**config.mk**
```make
export PLATFORM = sky130hd
export DESIGN_NAME = exe_cu_top
export DESIGN_NICKNAME = d
export VERILOG_FILES = /design/src/rtl/exe_cu_pkg.sv /design/src/rtl/mc_ctrl_if.sv /design/src/rtl/exe_cu_decode.sv /design/src/rtl/exe_mc_sequencer.sv /design/src/rtl/exe_event_ctrl.sv /design/src/rtl/exe_cu_top.sv
export SDC_FILE = /design/constraint.sdc
export NUM_CORES = 1
export LEC_CHECK = 0
export ABC_AREA = 0
export BUFFER_PORTS_ARGS = -buffer_cell sky130_fd_sc_hd__clkbuf_2
export CELL_PAD_IN_SITES_DETAIL_PLACEMENT = 0
export CELL_PAD_IN_SITES_GLOBAL_PLACEMENT = 1
export CORE_ASPECT_RATIO = 1.5
export CORE_UTILIZATION = 25
export CTS_CLUSTER_DIAMETER = 60
export DETAILED_ROUTE_END_ITERATION = 10
export PLACE_DENSITY_LB_ADDON = 0.1
export SYNTH_ARGS = -nofsm -noshare
export SYNTH_HDL_FRONTEND = slang
export SYNTH_HIERARCHICAL = 1
export SYNTH_SLANG_ARGS = --single-unit
```
**constraint.sdc**
```tcl
create_clock -name clk_i -period 1.3 [get_ports clk_i]
set_input_delay 0.065 -clock clk_i [delete_from_list [all_inputs] [get_ports clk_i]]
set_output_delay 0.065 -clock clk_i [all_outputs]
set_load 0.01 [all_outputs]
```
**src/rtl/exe_cu_pkg.sv**
```systemverilog
// Execute control unit package with control word, unit op types and FSM encodings
`default_nettype none

package exe_cu_pkg;

	// Result select width, top bit kept for a CSR path
	localparam int unsigned RES_SEL_W = 7;

	// Shift unit operating mode
	typedef enum logic [1:0] {
		SHIFT_NONE      = 2'b00,
		SHIFT_LEFT      = 2'b01,
		SHIFT_RIGHT     = 2'b10,
		SHIFT_ROT_RIGHT = 2'b11
	} shift_mode_e;

	// Encoded shift amount from operand B
	// {|opb[4:1], opb[0]}, anything from 2 up takes several cycles
	typedef enum logic [1:0] {
		SIZE_ZERO      = 2'b00,
		SIZE_ONE       = 2'b01,
		SIZE_MULTI     = 2'b10,
		SIZE_MULTI_ALT = 2'b11
	} shift_size_e;

	typedef enum logic {
		MEM_LOAD  = 1'b0,
		MEM_STORE = 1'b1
	} mem_op_e;

	// Transfer size on the data bus
	typedef enum logic [1:0] {
		MEM_BYTE = 2'b00,
		MEM_HALF = 2'b01,
		MEM_WORD = 2'b10
	} mem_size_e;

	// Multi-cycle sequencer states
	typedef enum logic [2:0] {
		MC_IDLE = 3'd0, // Waiting for a launch
		MC_REQ  = 3'd1, // en high, waiting for busy
		MC_RUN  = 3'd2, // Unit working
		MC_WB   = 3'd3, // Result settles into the write-back mux
		MC_DONE = 3'd4  // One-cycle completion point
	} mc_state_e;

	// Decoded control word from the decode stage
	typedef struct packed {
		logic        alu_unsigned_n; // Signed compare when low
		logic        alu_add;
		logic        alu_sub;
		logic        alu_logic;
		logic [1:0]  cond_sel;       // Branch condition
		logic        cond_neg;       // Invert branch condition
		logic        bju_en;
		logic        jump;           // JAL / JALR
		shift_mode_e shift_mode;
		logic        mem_en;
		mem_op_e     mem_op;
		mem_size_e   mem_size;
		logic        slt_en;
		logic        add_pc_en;      // AUIPC
		logic        reg_wr_en;      // Instruction writes rd
	} exe_ctrl_word_t;

	typedef struct packed {
		logic unsigned_n;
		logic add;
		logic sub;
		logic logic_op;
	} alu_op_t;

	typedef struct packed {
		logic [1:0] cond_sel;
		logic       cond_neg;
		logic       jump;
		logic       bju_en;
	} bju_op_t;

	// Result mux select, MSB first
	typedef struct packed {
		logic        csr;        // No CSR port, tied low
		logic        load;
		logic        auipc;
		logic        slt;
		shift_size_e shift_size; // Fast shift result for sizes 0 and 1
		logic        jump_link;  // Return address for jumps
	} res_sel_t;

endpackage

`default_nettype wire

```
**src/rtl/mc_ctrl_if.sv**
```systemverilog
// Control link between decoder, one multi-cycle sequencer and the event controller
`timescale 1ns/1ps
`default_nettype none

interface mc_ctrl_if;

	logic need;     // Current instruction uses this unit
	logic launch;   // Fresh instruction present, not yet served by this unit
	logic abort;    // Exception taken, nothing may start
	logic complete; // Sequencer in MC_DONE, one cycle

	// Decoder side
	modport dec (
		output need
	);

	// Sequencer side
	modport seq (
		input  need,
		input  launch,
		input  abort,
		output complete
	);

	// Event controller side
	modport ctrl (
		output launch,
		output abort,
		input  need,
		input  complete
	);

endinterface

`default_nettype wire

```
**src/rtl/exe_cu_decode.sv**
```systemverilog
// Execute control decoder, fans the control word out to unit ops, selects and MC requests
`timescale 1ns/1ps
`default_nettype none

module exe_cu_decode (
	input  exe_cu_pkg::exe_ctrl_word_t ctrl_word_i,
	input  exe_cu_pkg::shift_size_e    shu_size_i,
	input  logic                       btaken_i,

	output exe_cu_pkg::alu_op_t        alu_op_o,
	output exe_cu_pkg::bju_op_t        bju_op_o,
	output exe_cu_pkg::shift_mode_e    shu_mode_o,
	output exe_cu_pkg::mem_op_e        lsu_op_o,
	output exe_cu_pkg::mem_size_e      lsu_size_o,
	output exe_cu_pkg::res_sel_t       res_sel_o,
	output logic                       nextpc_sel_o,
	output logic                       reg_wr_req_o,

	mc_ctrl_if.dec                     shu_mc,
	mc_ctrl_if.dec                     lsu_mc
);

	import exe_cu_pkg::*;

	logic                 is_load;
	logic                 shift_multi;
	logic [RES_SEL_W-1:0] res_sel_vec;

	// ALU op straight from the flags
	always_comb begin
		alu_op_o.unsigned_n = ctrl_word_i.alu_unsigned_n;
		alu_op_o.add        = ctrl_word_i.alu_add;
		alu_op_o.sub        = ctrl_word_i.alu_sub;
		alu_op_o.logic_op   = ctrl_word_i.alu_logic;
	end

	// Branch/jump unit op
	always_comb begin
		bju_op_o.cond_sel = ctrl_word_i.cond_sel;
		bju_op_o.cond_neg = ctrl_word_i.cond_neg;
		bju_op_o.jump     = ctrl_word_i.jump;
		bju_op_o.bju_en   = ctrl_word_i.bju_en;
	end

	assign shu_mode_o = ctrl_word_i.shift_mode;
	assign lsu_op_o   = ctrl_word_i.mem_op;   // Load or store
	assign lsu_size_o = ctrl_word_i.mem_size; // Byte, half, word

	assign is_load = ctrl_word_i.mem_en & (ctrl_word_i.mem_op == MEM_LOAD);

	// Result mux select
	always_comb begin
		res_sel_vec = {
			1'b0,                  // CSR slot unused
			is_load,               // Load data
			ctrl_word_i.add_pc_en, // AUIPC
			ctrl_word_i.slt_en,    // SLT / SLTU
			shu_size_i,            // Shift size for fast result
			ctrl_word_i.jump       // Link address
		};
	end

	assign res_sel_o = res_sel_t'(res_sel_vec);

	// Jump, or taken branch
	assign nextpc_sel_o = ctrl_word_i.jump |
		(~ctrl_word_i.jump & ctrl_word_i.bju_en & btaken_i);

	assign reg_wr_req_o = ctrl_word_i.reg_wr_en;

	// Sizes 0 and 1 come from the fast path
	assign shift_multi = (shu_size_i == SIZE_MULTI) | (shu_size_i == SIZE_MULTI_ALT);

	// Multi-cycle requests
	assign shu_mc.need = (ctrl_word_i.shift_mode != SHIFT_NONE) & shift_multi;
	assign lsu_mc.need = ctrl_word_i.mem_en; // Every memory access waits on the LSU

endmodule

`default_nettype wire

```
**src/rtl/exe_mc_sequencer.sv**
```systemverilog
// Multi-cycle unit sequencer, four-phase en/busy handshake plus write-back and done steps
`timescale 1ns/1ps
`default_nettype none

module exe_mc_sequencer (
	input  logic   clk_i,
	input  logic   rstn_i,

	mc_ctrl_if.seq mc,

	input  logic   busy_i, // Unit busy
	output logic   en_o    // Unit enable
);

	import exe_cu_pkg::*;

	mc_state_e state_q;
	mc_state_e state_d;
	logic      en_d;
	logic      start;

	// Only a fresh, needed, non-faulting instruction starts the unit
	assign start = mc.need & mc.launch & ~mc.abort;

	// Next state and enable
	always_comb begin
		state_d = state_q;
		en_d    = en_o;
		case (state_q)
			MC_IDLE: begin
				if (start) begin
					state_d = MC_REQ;
					en_d    = 1'b1; // Phase 1
				end
			end
			MC_REQ: begin
				// Phase 2 seen, drop en for phase 3
				if (busy_i) begin
					state_d = MC_RUN;
					en_d    = 1'b0;
				end
			end
			MC_RUN: begin
				if (!busy_i) begin
					state_d = MC_WB; // Phase 4, unit finished
				end
			end
			MC_WB: begin
				state_d = MC_DONE;
			end
			MC_DONE: begin
				state_d = MC_IDLE;
			end
			default: begin
				state_d = MC_IDLE;
				en_d    = 1'b0;
			end
		endcase
	end

	always_ff @(posedge clk_i) begin
		if (!rstn_i) begin
			state_q <= MC_IDLE;
			en_o    <= 1'b0;
		end else begin
			state_q <= state_d;
			en_o    <= en_d;
		end
	end

	// Single-cycle completion strobe
	assign mc.complete = (state_q == MC_DONE);

endmodule

`default_nettype wire

```
**src/rtl/exe_event_ctrl.sv**
```systemverilog
// Execute event controller, launch and exception tracking, write enable and stage busy
`timescale 1ns/1ps
`default_nettype none

module exe_event_ctrl (
	input  logic    clk_i,
	input  logic    rstn_i,
	input  logic    new_instr_i,
	input  logic    exc_i,        // Exception detected
	input  logic    reg_wr_req_i, // Instruction wants an rd write

	mc_ctrl_if.ctrl shu_mc,
	mc_ctrl_if.ctrl lsu_mc,

	output logic    trap_taken_o,
	output logic    reg_wr_en_o,
	output logic    exe_busy_o
);

	logic launch_q;   // Instruction in flight
	logic trap_q;     // Exception held until the next instruction
	logic shu_done_q; // Shift unit already finished this instruction
	logic lsu_done_q; // LSU already finished this instruction
	logic shu_fin;
	logic lsu_fin;
	logic busy;
	logic instr_end;

	// Live exception, or the held one while no new instruction arrives
	assign trap_taken_o = exc_i | (trap_q & ~new_instr_i);

	assign shu_fin = shu_done_q | shu_mc.complete;
	assign lsu_fin = lsu_done_q | lsu_mc.complete;

	// Busy until every needed unit reaches MC_DONE, never under a trap
	assign busy = launch_q & ~trap_taken_o &
		((shu_mc.need & ~shu_fin) | (lsu_mc.need & ~lsu_fin));
	assign exe_busy_o = busy;

	// Launch cycle for single-cycle ops, last MC_DONE for multi-cycle ones
	assign instr_end = launch_q & ~busy;

	// Exactly one write, blocked by an exception
	assign reg_wr_en_o = reg_wr_req_i & instr_end & ~trap_taken_o;

	// A unit that already completed must not restart
	assign shu_mc.launch = launch_q & ~shu_done_q;
	assign lsu_mc.launch = launch_q & ~lsu_done_q;
	assign shu_mc.abort  = trap_taken_o;
	assign lsu_mc.abort  = trap_taken_o;

	always_ff @(posedge clk_i) begin
		if (!rstn_i) begin
			launch_q   <= 1'b0;
			trap_q     <= 1'b0;
			shu_done_q <= 1'b0;
			lsu_done_q <= 1'b0;
		end else begin
			if (new_instr_i)
				launch_q <= 1'b1;
			else if (instr_end)
				launch_q <= 1'b0; // Retired

			if (new_instr_i)
				trap_q <= exc_i; // New instruction restarts the trap window
			else if (exc_i)
				trap_q <= 1'b1;

			if (new_instr_i || instr_end)
				shu_done_q <= 1'b0;
			else if (shu_mc.complete)
				shu_done_q <= 1'b1;

			if (new_instr_i || instr_end)
				lsu_done_q <= 1'b0;
			else if (lsu_mc.complete)
				lsu_done_q <= 1'b1;
		end
	end

endmodule

`default_nettype wire

```
**src/rtl/exe_cu_top.sv**
```systemverilog
// Execute stage control unit top, decoder plus shift/LSU sequencers and event controller
`timescale 1ns/1ps
`default_nettype none

module exe_cu_top (
	input  logic                       clk_i,
	input  logic                       rstn_i,

	// Decode stage
	input  exe_cu_pkg::exe_ctrl_word_t ctrl_word_i,
	input  logic                       new_instr_i, // One pulse per instruction

	// ALU
	output exe_cu_pkg::alu_op_t        alu_op_o,

	// Shift unit
	input  exe_cu_pkg::shift_size_e    shu_size_i,
	input  logic                       shu_busy_i,
	output exe_cu_pkg::shift_mode_e    shu_mode_o,
	output logic                       shu_en_o,

	// Branch/jump unit
	output exe_cu_pkg::bju_op_t        bju_op_o,
	input  logic                       btaken_i,

	// Load/store unit
	input  logic                       lsu_busy_i,
	output exe_cu_pkg::mem_op_e        lsu_op_o,
	output exe_cu_pkg::mem_size_e      lsu_size_o,
	output logic                       lsu_en_o,

	// Exceptions
	input  logic                       exc_i,
	output logic                       trap_nextpc_sel_o,
	output logic                       trap_taken_o,

	// Datapath muxes
	output exe_cu_pkg::res_sel_t       res_sel_o,
	output logic                       nextpc_sel_o,

	// Pipeline sync
	output logic                       reg_wr_en_o,
	output logic                       exe_busy_o
);

	logic reg_wr_req; // Write flag from the control word
	logic trap_taken;

	mc_ctrl_if shu_mc ();
	mc_ctrl_if lsu_mc ();

	// Control word fan-out
	exe_cu_decode i_decode (
		.ctrl_word_i  (ctrl_word_i),
		.shu_size_i   (shu_size_i),
		.btaken_i     (btaken_i),
		.alu_op_o     (alu_op_o),
		.bju_op_o     (bju_op_o),
		.shu_mode_o   (shu_mode_o),
		.lsu_op_o     (lsu_op_o),
		.lsu_size_o   (lsu_size_o),
		.res_sel_o    (res_sel_o),
		.nextpc_sel_o (nextpc_sel_o),
		.reg_wr_req_o (reg_wr_req),
		.shu_mc       (shu_mc.dec),
		.lsu_mc       (lsu_mc.dec)
	);

	// Shift unit handshake
	exe_mc_sequencer i_shu_seq (
		.clk_i  (clk_i),
		.rstn_i (rstn_i),
		.mc     (shu_mc.seq),
		.busy_i (shu_busy_i),
		.en_o   (shu_en_o)
	);

	// LSU handshake
	exe_mc_sequencer i_lsu_seq (
		.clk_i  (clk_i),
		.rstn_i (rstn_i),
		.mc     (lsu_mc.seq),
		.busy_i (lsu_busy_i),
		.en_o   (lsu_en_o)
	);

	// Launch, trap, write and busy
	exe_event_ctrl i_event (
		.clk_i        (clk_i),
		.rstn_i       (rstn_i),
		.new_instr_i  (new_instr_i),
		.exc_i        (exc_i),
		.reg_wr_req_i (reg_wr_req),
		.shu_mc       (shu_mc.ctrl),
		.lsu_mc       (lsu_mc.ctrl),
		.trap_taken_o (trap_taken),
		.reg_wr_en_o  (reg_wr_en_o),
		.exe_busy_o   (exe_busy_o)
	);

	assign trap_taken_o      = trap_taken;
	assign trap_nextpc_sel_o = trap_taken; // Redirect to the trap vector

endmodule

`default_nettype wire

```
==> results of run 1 <==
## metal layers
metal,share of wire,wire length (µm),vias up
li1,-,-,339
met1,0.38,624,327
met2,0.58,955,17
met3,0.032,52,2
met4,0.0079,13,0
met5,0,0,-
## worst min-delay path by stage
stage,endpoint,from
after global placement,res_sel_o[4],ctrl_word_i[1]
after global routing,i_event/launch_q$_SDFFE_PN0P_,new_instr_i
after detailed placement,res_sel_o[4],ctrl_word_i[1]
final,i_event/launch_q$_SDFFE_PN0P_,new_instr_i
after floorplan,i_event/launch_q$_SDFFE_PN0P_,new_instr_i
after CTS,i_event/launch_q$_SDFFE_PN0P_,new_instr_i
## cell type report
cell class                 count  share of cell area
clock buffer                   3              0.0414
multi-input combinational     57               0.412
timing repair buffer          41               0.250
sequential                    12               0.247
tap                           40              0.0502
## sequential cells by signal (all words and copies together), names as in the netlist
signal and count:
i_lsu_seq/state_q 3, i_shu_seq/state_q 3, i_event/launch_q 1, i_event/lsu_done_q 1, i_event/shu_done_q 1, i_event/trap_q 1
i_lsu_seq/en_o 1, i_shu_seq/en_o 1
## kinds of logic (layout without fill, tap and decap cells)
family                 after synthesis  count (layout)  synth area share
DFF                                 12              12             0.291
buffers and inverters               26              44             0.237
AOI/OAI and AO/OA                   15              15             0.147
other                                1               1           0.00455
and+or+nand+nor                     41              41             0.320
## worst min-delay path, cell delays in order
cell	delay, ns
clkbuf_2	0.10
nand2_1	0.04
o21ai_0	0.06
## power breakdown
group          internal (mW)  switching, mW  total (mW)
sequential             0.382        0.00948       0.391
clock                  0.204          0.130       0.334
combinational         0.0829         0.0756       0.159
## synthesized netlist by cell type, drive strengths merged (2+ instances only)
master	instances	area, µm²
a211oi	2	15.0
a21o	3	22.5
a21oi	4	27.5
and2b	2	16.3
buf	26	195
dfxtp	12	240
nand2	4	15.0
nand2b	8	50.1
nand3b	5	37.5
nor2	5	28.8
nor2b	4	25.0
nor3b	6	45.0
nor4	2	12.5
o21ai	2	10.0
o31a	2	17.5
or3	2	12.5
## timing repair
action	CTS	global route
setup buffers	0	2
pin swaps	3	3
hold buffers	0	0
endpoints found under the hold margin	0	0
resized for setup	5	10
endpoints found under the setup margin	2	4
## stage by stage
| stage | utilization | worst slack (ns) |
|---|---|---|
| after global placement | 0.285 | 0.0530 |
| after CTS | 0.302 | -0.143 |
| final | 0.316 | -0.131 |
| after global routing | 0.316 | -0.174 |
| after detailed placement | 0.285 | 0.0406 |
| after floorplan | - | 0.0351 |
## layout by cell type (no fill, tap or decap), types with 4 or more instances in the layout
cell type,count
dfxtp_1,7
dfxtp_2,5
nand2_1,4
nor3b_1,4
nand2b_1,8
nand3b_1,5
clkbuf_2,27
buf_4,10
nor2b_1,4
==> run summary, run 1 <==
CRITICAL PATH
---------------------------------------------------------------------------
Startpoint of the worst setup timing path                      i_shu_seq/state_q[1]$_SDFFE_PN0P_
Highest-delay cell along the critical path                          dfxtp_2
CP Capture Type                                                 output port
Worst EP arrival                                                    1.37 ns
Ordered list of cells on the worst path                        nor3b_2 -> buf_4 -> nor2_4 -> a22oi_4 -> and4_4 -> buf_6
Max Fanout on Critical Path                                               2
Worst-case register-to-register setup slack                        -0.04 ns
Startpoint of the worst-slack reg-to-reg timing path           i_shu_seq/state_q[2]$_SDFFE_PN0P_
Reg2Reg Capture Point                                          i_event/shu_done_q$_SDFFE_PP0P_
Top Family by Delay on Critical Path                           simple AND/OR/NAND/NOR gates
Critical Path RT                                                    1.24 ns
Category of the most critical setup path                       register to output port
Critical Path Sink                                              reg_wr_en_o
Total buffers and inverters traversed by the critical path                2
Crit start category                                                register
Critical path's largest stage delay                                 0.32 ns
Number of cells on the critical path                                      6
R2r worst-path depth                                                      7

FINISH
---------------------------------------------------------------------------
Post-route non-filler standard cell count                               153
Relative area change from synthesis to final layout                   20.9%
Proportion of layout cells with a drive suffix above 1                0.531
Fin area                                                            997 µm²
Ant. Diodes                                                               0
Combined area of the multi-input logic cells                        410 µm²
Sequential Area                                                     246 µm²
Fill cell instance count of the final layout                            348
Total number of nets in the final design                                142

ROUTING
---------------------------------------------------------------------------
Number of nets still failing antenna checks after routing                 0
Post-route DRC                                                            0
DRC marker count from the first detailed-route iteration                  3
Number of iterations in the first detailed-routing pass                   3
Vias                                                                    685
WL per Instance                                                     10.8 µm
Post-detailed-route via-to-cell ratio                                  4.48
Final wirelength                                                    1650 µm

LOGIC SYNTHESIS
---------------------------------------------------------------------------
Post-synth top flop                                                 dfxtp_1
Avg Inst Size Synth                                                8.68 µm²
Register bit total from synthesis                                        12
Async SR Flop Fraction                                                    0
Number of nets in the synthesized netlist                               122
Warning count from the yosys run                                          6
Distinct cell type count of the synthesized netlist                      27
Number of enable flip-flop cells after synthesis                          0
Post-Synthesis Cells                                                     95
Part of the Yosys area used for sequential elements                   0.291
Post-synthesis instance area                                        825 µm²

PLACE
---------------------------------------------------------------------------
Hpwl dp                                                             1330 µm
Number of cells in the design after placement                           148
Total placed instance area                                          900 µm²
Count of buffers inserted at the top-level ports                         29
Routability cong.                                                     0.641

CLOCKING
---------------------------------------------------------------------------
# H-tree levels                                                           1
Total CTS buffers                                                         3
TritonCTS clock tree                                                  built
Clk Tree Root Cell                                                 clkbuf_8
Clk Latency, worst-skew pair                                        0.24 ns
Number of clock sinks                                                    12
CTS clock-pin slew for the worst setup and hold paths               0.05 ns
Maximum buffer depth of the clock tree                                    2

STA
---------------------------------------------------------------------------
Worst hold slack after final layout                               0.0632 ns
Final WS setup                                                    -0.131 ns
Max Transition Viols Final                                                0
Part of the cycle the worst path needs                                 1.10
Shortest period the worst path allows                               1.43 ns
Setup Skew                                                       0.00533 ns
Setup tns final                                                   -0.273 ns
Fmax achieved                                                       699 MHz
Final Setup Violations                                                    3
Setup repair after global routing missed its margin                    true
Hold Violations, Final                                                    0

POWER AND IR DROP
---------------------------------------------------------------------------
Pwr dens                                                         886 nW/µm²
Leakage dissipation                                                0.438 nW
Power after layout                                                 0.884 mW
Peak supply drop                                                   0.425 mV

GLOBAL ROUTE
---------------------------------------------------------------------------
Wire length of the first global-routing pass                        2850 µm
Grt met2 use                                                          0.205
Busiest layer in global routing                                        met2
Maximum number of pins on one net before global-route repair              9
Via count of the first global-routing pass                              687
Global route total overflow                                               0
Met3 track demand over resource in global routing                    0.0335
Global-route total usage across every layer                           0.106
Fraction of met1 tracks used by global routing                        0.100
Initial antenna violation count                                           0

DIE
---------------------------------------------------------------------------
IO Pins                                                                  55
Floorplan Core Area                                                3160 µm²
Vertical die dimension                                              72.3 µm
Die span in x                                                       48.9 µm
Area enclosed by the die boundary                                  3540 µm²
Floorplan row count                                                      25
Starting density of the core                                          0.261

OUTCOME
---------------------------------------------------------------------------
Result of the run                                              complete, but fails checks
Violations in the final reports                                negative setup slack

FLOW RUN
---------------------------------------------------------------------------
Number of violations of the max-capacitance limit                         0

HOLD PATH
---------------------------------------------------------------------------
Worst min path class                                           input port to register
Worst hold path stage count                                               3

No activity file was read; power rests on OpenSTA's default activity.
==> run 2: changes to the inputs <==
--- a/config.mk
+++ b/config.mk
@@ -14,6 +14,7 @@
 export CTS_CLUSTER_DIAMETER = 60
 export DETAILED_ROUTE_END_ITERATION = 10
 export PLACE_DENSITY_LB_ADDON = 0.1
+export RECOVER_POWER = 100
 export SYNTH_ARGS = -nofsm -noshare
 export SYNTH_HDL_FRONTEND = slang
 export SYNTH_HIERARCHICAL = 1
==> run 2 against run 1 <==
The flow still finishes with violations (negative setup slack). Largest power group unchanged. Sequential cell count unchanged. Utilization down 0.44 points. Design area shrank 1.4%. Setup slack did not move. Clock power hardly changed. Register-to-register slack is essentially flat. Non-clock buffer count did not move. Via count is the same. Die area did not move. Sequential share of layout area rose by 0.22 points. First-iteration DRC count stayed put. Critical path depth unchanged.
==> run summary, run 2 (same netlist as run 1, synthesis figures left out) <==
DIE
----------------------------------------------------------------------------
Floorplan Core Area                                                 3160 µm²
Starting density of the core                                           0.261
Die span in x                                                        48.9 µm
Area enclosed by the die boundary                                   3540 µm²
Floorplan row count                                                       25
Vertical die dimension                                               72.3 µm
IO Pins                                                                   55

HOLD PATH
----------------------------------------------------------------------------
Worst min path class                                            input port to register

STA
----------------------------------------------------------------------------
Setup Skew                                                        0.00534 ns
Final WS setup                                                     -0.131 ns
Final Setup Violations                                                     3
Shortest period the worst path allows                                1.43 ns
Setup repair after global routing missed its margin                     true
Setup tns final                                                    -0.273 ns
Worst hold slack after final layout                                0.0632 ns
Hold Violations, Final                                                     0
Part of the cycle the worst path needs                                  1.10
Max Transition Viols Final                                                 0
Fmax achieved                                                        699 MHz

ROUTING
----------------------------------------------------------------------------
Number of iterations in the first detailed-routing pass                    3
Number of nets still failing antenna checks after routing                  0
Vias                                                                     685
Post-detailed-route via-to-cell ratio                                   4.48
WL per Instance                                                      10.9 µm
Final wirelength                                                     1660 µm
DRC marker count from the first detailed-route iteration                   3
Post-route DRC                                                             0

GLOBAL ROUTE
----------------------------------------------------------------------------
Global-route total usage across every layer                            0.106
Via count of the first global-routing pass                               687
Wire length of the first global-routing pass                         2850 µm
Maximum number of pins on one net before global-route repair               9
Initial antenna violation count                                            0
Global route total overflow                                                0

CRITICAL PATH
----------------------------------------------------------------------------
Worst EP arrival                                                     1.37 ns
CP Capture Type                                                  output port
Crit start category                                                 register
Max Fanout on Critical Path                                                2
Category of the most critical setup path                        register to output port
Highest-delay cell along the critical path                           dfxtp_2
Ordered list of cells on the worst path                         nor3b_2 -> buf_4 -> nor2_4 -> a22oi_4 -> and4_4 -> buf_6
Critical path's largest stage delay                                  0.32 ns
Critical Path RT                                                     1.24 ns

FINISH
----------------------------------------------------------------------------
Commonest cells after routing, fill and taps aside              clkbuf_2, buf_4, clkbuf_1, nand2b_1, dfxtp_1
Most common library cell in the layout ignoring fill and taps       clkbuf_2
Largest registers                                               i_lsu_seq/state_q x3, i_shu_seq/state_q x3
Relative area change from synthesis to final layout                    19.3%
Proportion of layout cells with a drive suffix above 1                 0.434
Fill cell instance count of the final layout                             355
Total number of nets in the final design                                 142
Ant. Diodes                                                                0
Finished Core Util                                                     0.311
Fin area                                                             983 µm²

FLOW RUN
----------------------------------------------------------------------------
Number of violations of the max-capacitance limit                          0

POWER AND IR DROP
----------------------------------------------------------------------------
Peak supply drop                                                    0.425 mV
Pwr dens                                                          894 nW/µm²
Leakage dissipation                                                 0.408 nW

PLACE
----------------------------------------------------------------------------
Total placed instance area                                           900 µm²
Routability cong.                                                      0.641
Count of buffers inserted at the top-level ports                          29
DP Worst Slack                                                     0.0406 ns
Hpwl dp                                                              1330 µm

CLOCKING
----------------------------------------------------------------------------
TritonCTS clock tree                                                   built
Maximum buffer depth of the clock tree                                     2
# H-tree levels                                                            1
Total CTS buffers                                                          3
Clk Tree Root Cell                                                  clkbuf_8
Clk Latency, worst-skew pair                                         0.24 ns
Number of clock sinks                                                     12
CTS clock-pin slew for the worst setup and hold paths                0.05 ns

OUTCOME
----------------------------------------------------------------------------
Violations in the final reports                                 negative setup slack
Result of the run                                               complete, but fails checks

[run 2: cell counts in the layout (fill, tap and decap cells not counted)]
Identical to the previous run, type by type.
[run 2: critical path: cells and delay by family (launching register included)]
family	cells	cell delay, ns
buffers and inverters	2	0.24
DFF	1	0.32
AOI/OAI and AO/OA	1	0.13
and+or+nand+nor	3	0.45
[run 2: per-layer routing]
| metal | up-vias | GRT usage | part of all wire |
|---|---|---|---|
| li1 | 339 | - | - |
| met1 | 327 | 0.100 | 0.38 |
| met2 | 17 | 0.205 | 0.58 |
| met3 | 2 | 0.0335 | 0.033 |
| met5 | - | 0 | 0 |
| met4 | 0 | 0.0490 | 0.0078 |
[run 2: final cells by class]
class / instances / area (µm²) / area share
Clock buffer: 3 / 41.3 / 0.0420
Multi-Input combinational cell: 57 / 410 / 0.417
Sequential cell: 12 / 245 / 0.249
Tap cell: 40 / 50.0 / 0.0509
Timing Repair Buffer: 41 / 236 / 0.240
[run 2: repair_timing]
action	CTS	global route
resized for setup	5	10
pin swaps	3	3
endpoints found under the setup margin	2	4
buffers inserted	0	2
hold buffers	0	0
[run 2: through the flow]
step | instances | total power, mW
global route | 153 | 0.930
CTS | 151 | 0.893
detailed placement | 148 | 0.547
global placement | 148 | 0.547
finish | 153 | 0.879
floorplan | 95 | 0.539
[run 2: worst paths after layout]
kind	from	endpoint	slack [ns]	cells after the start
min	new_instr_i	i_event/launch_q$_SDFFE_PN0P_	0.06	3
max	i_shu_seq/state_q[1]$_SDFFE_PN0P_	reg_wr_en_o	-0.13	6
min reg2reg	i_event/launch_q$_SDFFE_PN0P_	i_event/lsu_done_q$_SDFFE_PP0P_	0.51	1
max reg2reg	i_shu_seq/state_q[2]$_SDFFE_PN0P_	i_event/shu_done_q$_SDFFE_PP0P_	-0.04	7
[run 2: power breakdown]
group | switching [mW] | internal, mW
Sequential | 0.00945 | 0.381
Combinational | 0.0758 | 0.0784
Clock | 0.130 | 0.204
==> run 3: changes to the inputs <==
--- a/config.mk
+++ b/config.mk
@@ -15,6 +15,7 @@
 export DETAILED_ROUTE_END_ITERATION = 10
 export PLACE_DENSITY_LB_ADDON = 0.1
 export RECOVER_POWER = 100
+export REMOVE_ABC_BUFFERS = 1
 export SYNTH_ARGS = -nofsm -noshare
 export SYNTH_HDL_FRONTEND = slang
 export SYNTH_HIERARCHICAL = 1
==> run 3 against run 2 <==
The flow still finishes with violations (negative setup slack). Via count is 0.29% lower. Non-clock buffer count is 3 higher. Utilization rose by 1.3 points. Die area unchanged. Sequential cell count stayed put. Clock power is 19% higher. Sequential share of layout area is 1.1 points lower. Critical endpoint unchanged. Largest cell class unchanged. Largest power group is now clock.
==> run summary, run 3 (same netlist as run 1, synthesis figures left out) <==
DIE
----------------------------------------------------------------------------
Vertical die dimension                                               72.3 µm
Starting density of the core                                           0.261
Die span in x                                                        48.9 µm
Area enclosed by the die boundary                                   3540 µm²
IO Pins                                                                   55
Floorplan Core Area                                                 3160 µm²
Floorplan row count                                                       25

FINISH
----------------------------------------------------------------------------
Largest registers                                               i_lsu_seq/state_q x3, i_shu_seq/state_q x3
Ant. Diodes                                                                0
Total number of nets in the final design                                 145
Most common library cell in the layout ignoring fill and taps       clkbuf_1
Relative area change from synthesis to final layout                    24.3%
Commonest cells after routing, fill and taps aside              clkbuf_1, clkbuf_2, buf_4, dfxtp_1, nand2b_1
Fin area                                                            1020 µm²
Fill cell instance count of the final layout                             348
Proportion of layout cells with a drive suffix above 1                 0.410

ROUTING
----------------------------------------------------------------------------
Final wirelength                                                     1820 µm
Number of iterations in the first detailed-routing pass                    4
Post-detailed-route via-to-cell ratio                                   4.35
Number of nets still failing antenna checks after routing                  0
Post-route DRC                                                             0
DRC marker count from the first detailed-route iteration                   7
WL per Instance                                                      11.6 µm
Vias                                                                     683

CRITICAL PATH
----------------------------------------------------------------------------
Total buffers and inverters traversed by the critical path                 1
Startpoint of the worst setup timing path                       i_shu_seq/state_q[2]$_SDFFE_PN0P_
Category of the most critical setup path                        register to output port
Worst EP arrival                                                     1.35 ns
Ordered list of cells on the worst path                         nor3b_4 -> nor2_4 -> a22oi_4 -> and4_4 -> buf_6
Max Fanout on Critical Path                                                2
Critical Path RT                                                     1.24 ns
Crit start category                                                 register
Critical path's largest stage delay                                  0.34 ns
Top Family by Delay on Critical Path                            simple AND/OR/NAND/NOR gates
Highest-delay cell along the critical path                           dfxtp_1
Startpoint of the worst-slack reg-to-reg timing path            i_lsu_seq/state_q[2]$_SDFFE_PN0P_
CP Capture Type                                                  output port

STA
----------------------------------------------------------------------------
Worst hold slack after final layout                                0.0635 ns
Final WS setup                                                     -0.116 ns
Final Setup Violations                                                     2
Setup Skew                                                        0.00156 ns
Fmax achieved                                                        706 MHz
Max Transition Viols Final                                                 0
Setup repair after global routing missed its margin                     true
Shortest period the worst path allows                                1.42 ns
Hold Violations, Final                                                     0
Part of the cycle the worst path needs                                  1.09

CLOCKING
----------------------------------------------------------------------------
Total CTS buffers                                                          3
Maximum buffer depth of the clock tree                                     2
Clk Tree Root Cell                                                  clkbuf_8
# H-tree levels                                                            1
TritonCTS clock tree                                                   built
Number of clock sinks                                                     12
CTS clock-pin slew for the worst setup and hold paths                0.05 ns
Clk Latency, worst-skew pair                                         0.23 ns

GLOBAL ROUTE
----------------------------------------------------------------------------
Maximum number of pins on one net before global-route repair               9
Via count of the first global-routing pass                               702
Global-route total usage across every layer                            0.108
Initial antenna violation count                                            0
Global route total overflow                                                0
Wire length of the first global-routing pass                         2950 µm

FLOW RUN
----------------------------------------------------------------------------
Number of violations of the max-capacitance limit                          0

OUTCOME
----------------------------------------------------------------------------
Result of the run                                               complete, but fails checks
Violations in the final reports                                 negative setup slack

PLACE
----------------------------------------------------------------------------
Total placed instance area                                           907 µm²
Hpwl dp                                                              1480 µm
Routability cong.                                                      0.682
Count of buffers inserted at the top-level ports                          29

POWER AND IR DROP
----------------------------------------------------------------------------
Leakage dissipation                                                 0.404 nW
Peak supply drop                                                    0.440 mV
Power after layout                                                  0.948 mW
Pwr dens                                                          925 nW/µm²

HOLD PATH
----------------------------------------------------------------------------
Origin of the worst min-delay path                               new_instr_i
Worst min path class                                            input port to register

==> run 3: report_power, final <==
group | total [mW] | leakage [nW] | internal (mW) | switching [mW]
Clock | 0.399 | 0.0288 | 0.267 | 0.132
Combinational | 0.159 | 0.277 | 0.0791 | 0.0804
Sequential | 0.390 | 0.0988 | 0.381 | 0.00857
Total | 0.948 | 0.404 | 0.727 | 0.221
==> run 3: layout make-up <==
type                            instances  area, µm²  area share
Tap cell                               40       50.0      0.0488
Multi-Input combinational cell         57        425       0.415
Timing Repair Buffer                   44        250       0.244
Sequential cell                        12        244       0.238
Clock buffer                            4       55.1      0.0537
==> run 3: final timing paths <==
kind	to	slack [ns]	cells past startpoint
max reg2reg	i_event/lsu_done_q$_SDFFE_PP0P_	0.04	6
min	i_event/launch_q$_SDFFE_PN0P_	0.06	3
min reg2reg	i_event/lsu_done_q$_SDFFE_PP0P_	0.50	1
max	reg_wr_en_o	-0.12	5
==> run 3: timing repair <==
item	in CTS	in global routing
hold buffers	0	0
setup endpoints to repair	2	4
resized for setup	5	12
pin swaps	0	8
setup buffers	1	4
hold endpoints to repair	0	0
==> run 3: worst reg2reg max path: stages (launching register included) <==
cell      delay, ns
dfxtp_1        0.30
nor3b_2        0.15
nor2_2         0.17
a22oi_4        0.10
buf_6          0.13
buf_4          0.13
a211oi_1       0.20
==> run 3: per-stage QoR <==
stage	instances	TNS (ns)	setup slack, ns	utilization
after global routing	157	-0.417	-0.198	0.324
after global placement	149	0	0.0552	0.287
after detailed placement	149	0	0.0380	0.287
after CTS	154	-0.277	-0.147	0.312
final	157	-0.177	-0.116	0.324
after floorplan	69	0	0.00696	-
==> run 3: layer usage <==
layer	part of all wire	GRT usage	vias up
met5	0	0	-
met4	0.013	0.0490	0
li1	-	-	346
met1	0.39	0.101	302
met2	0.53	0.205	33
met3	0.067	0.0377	2
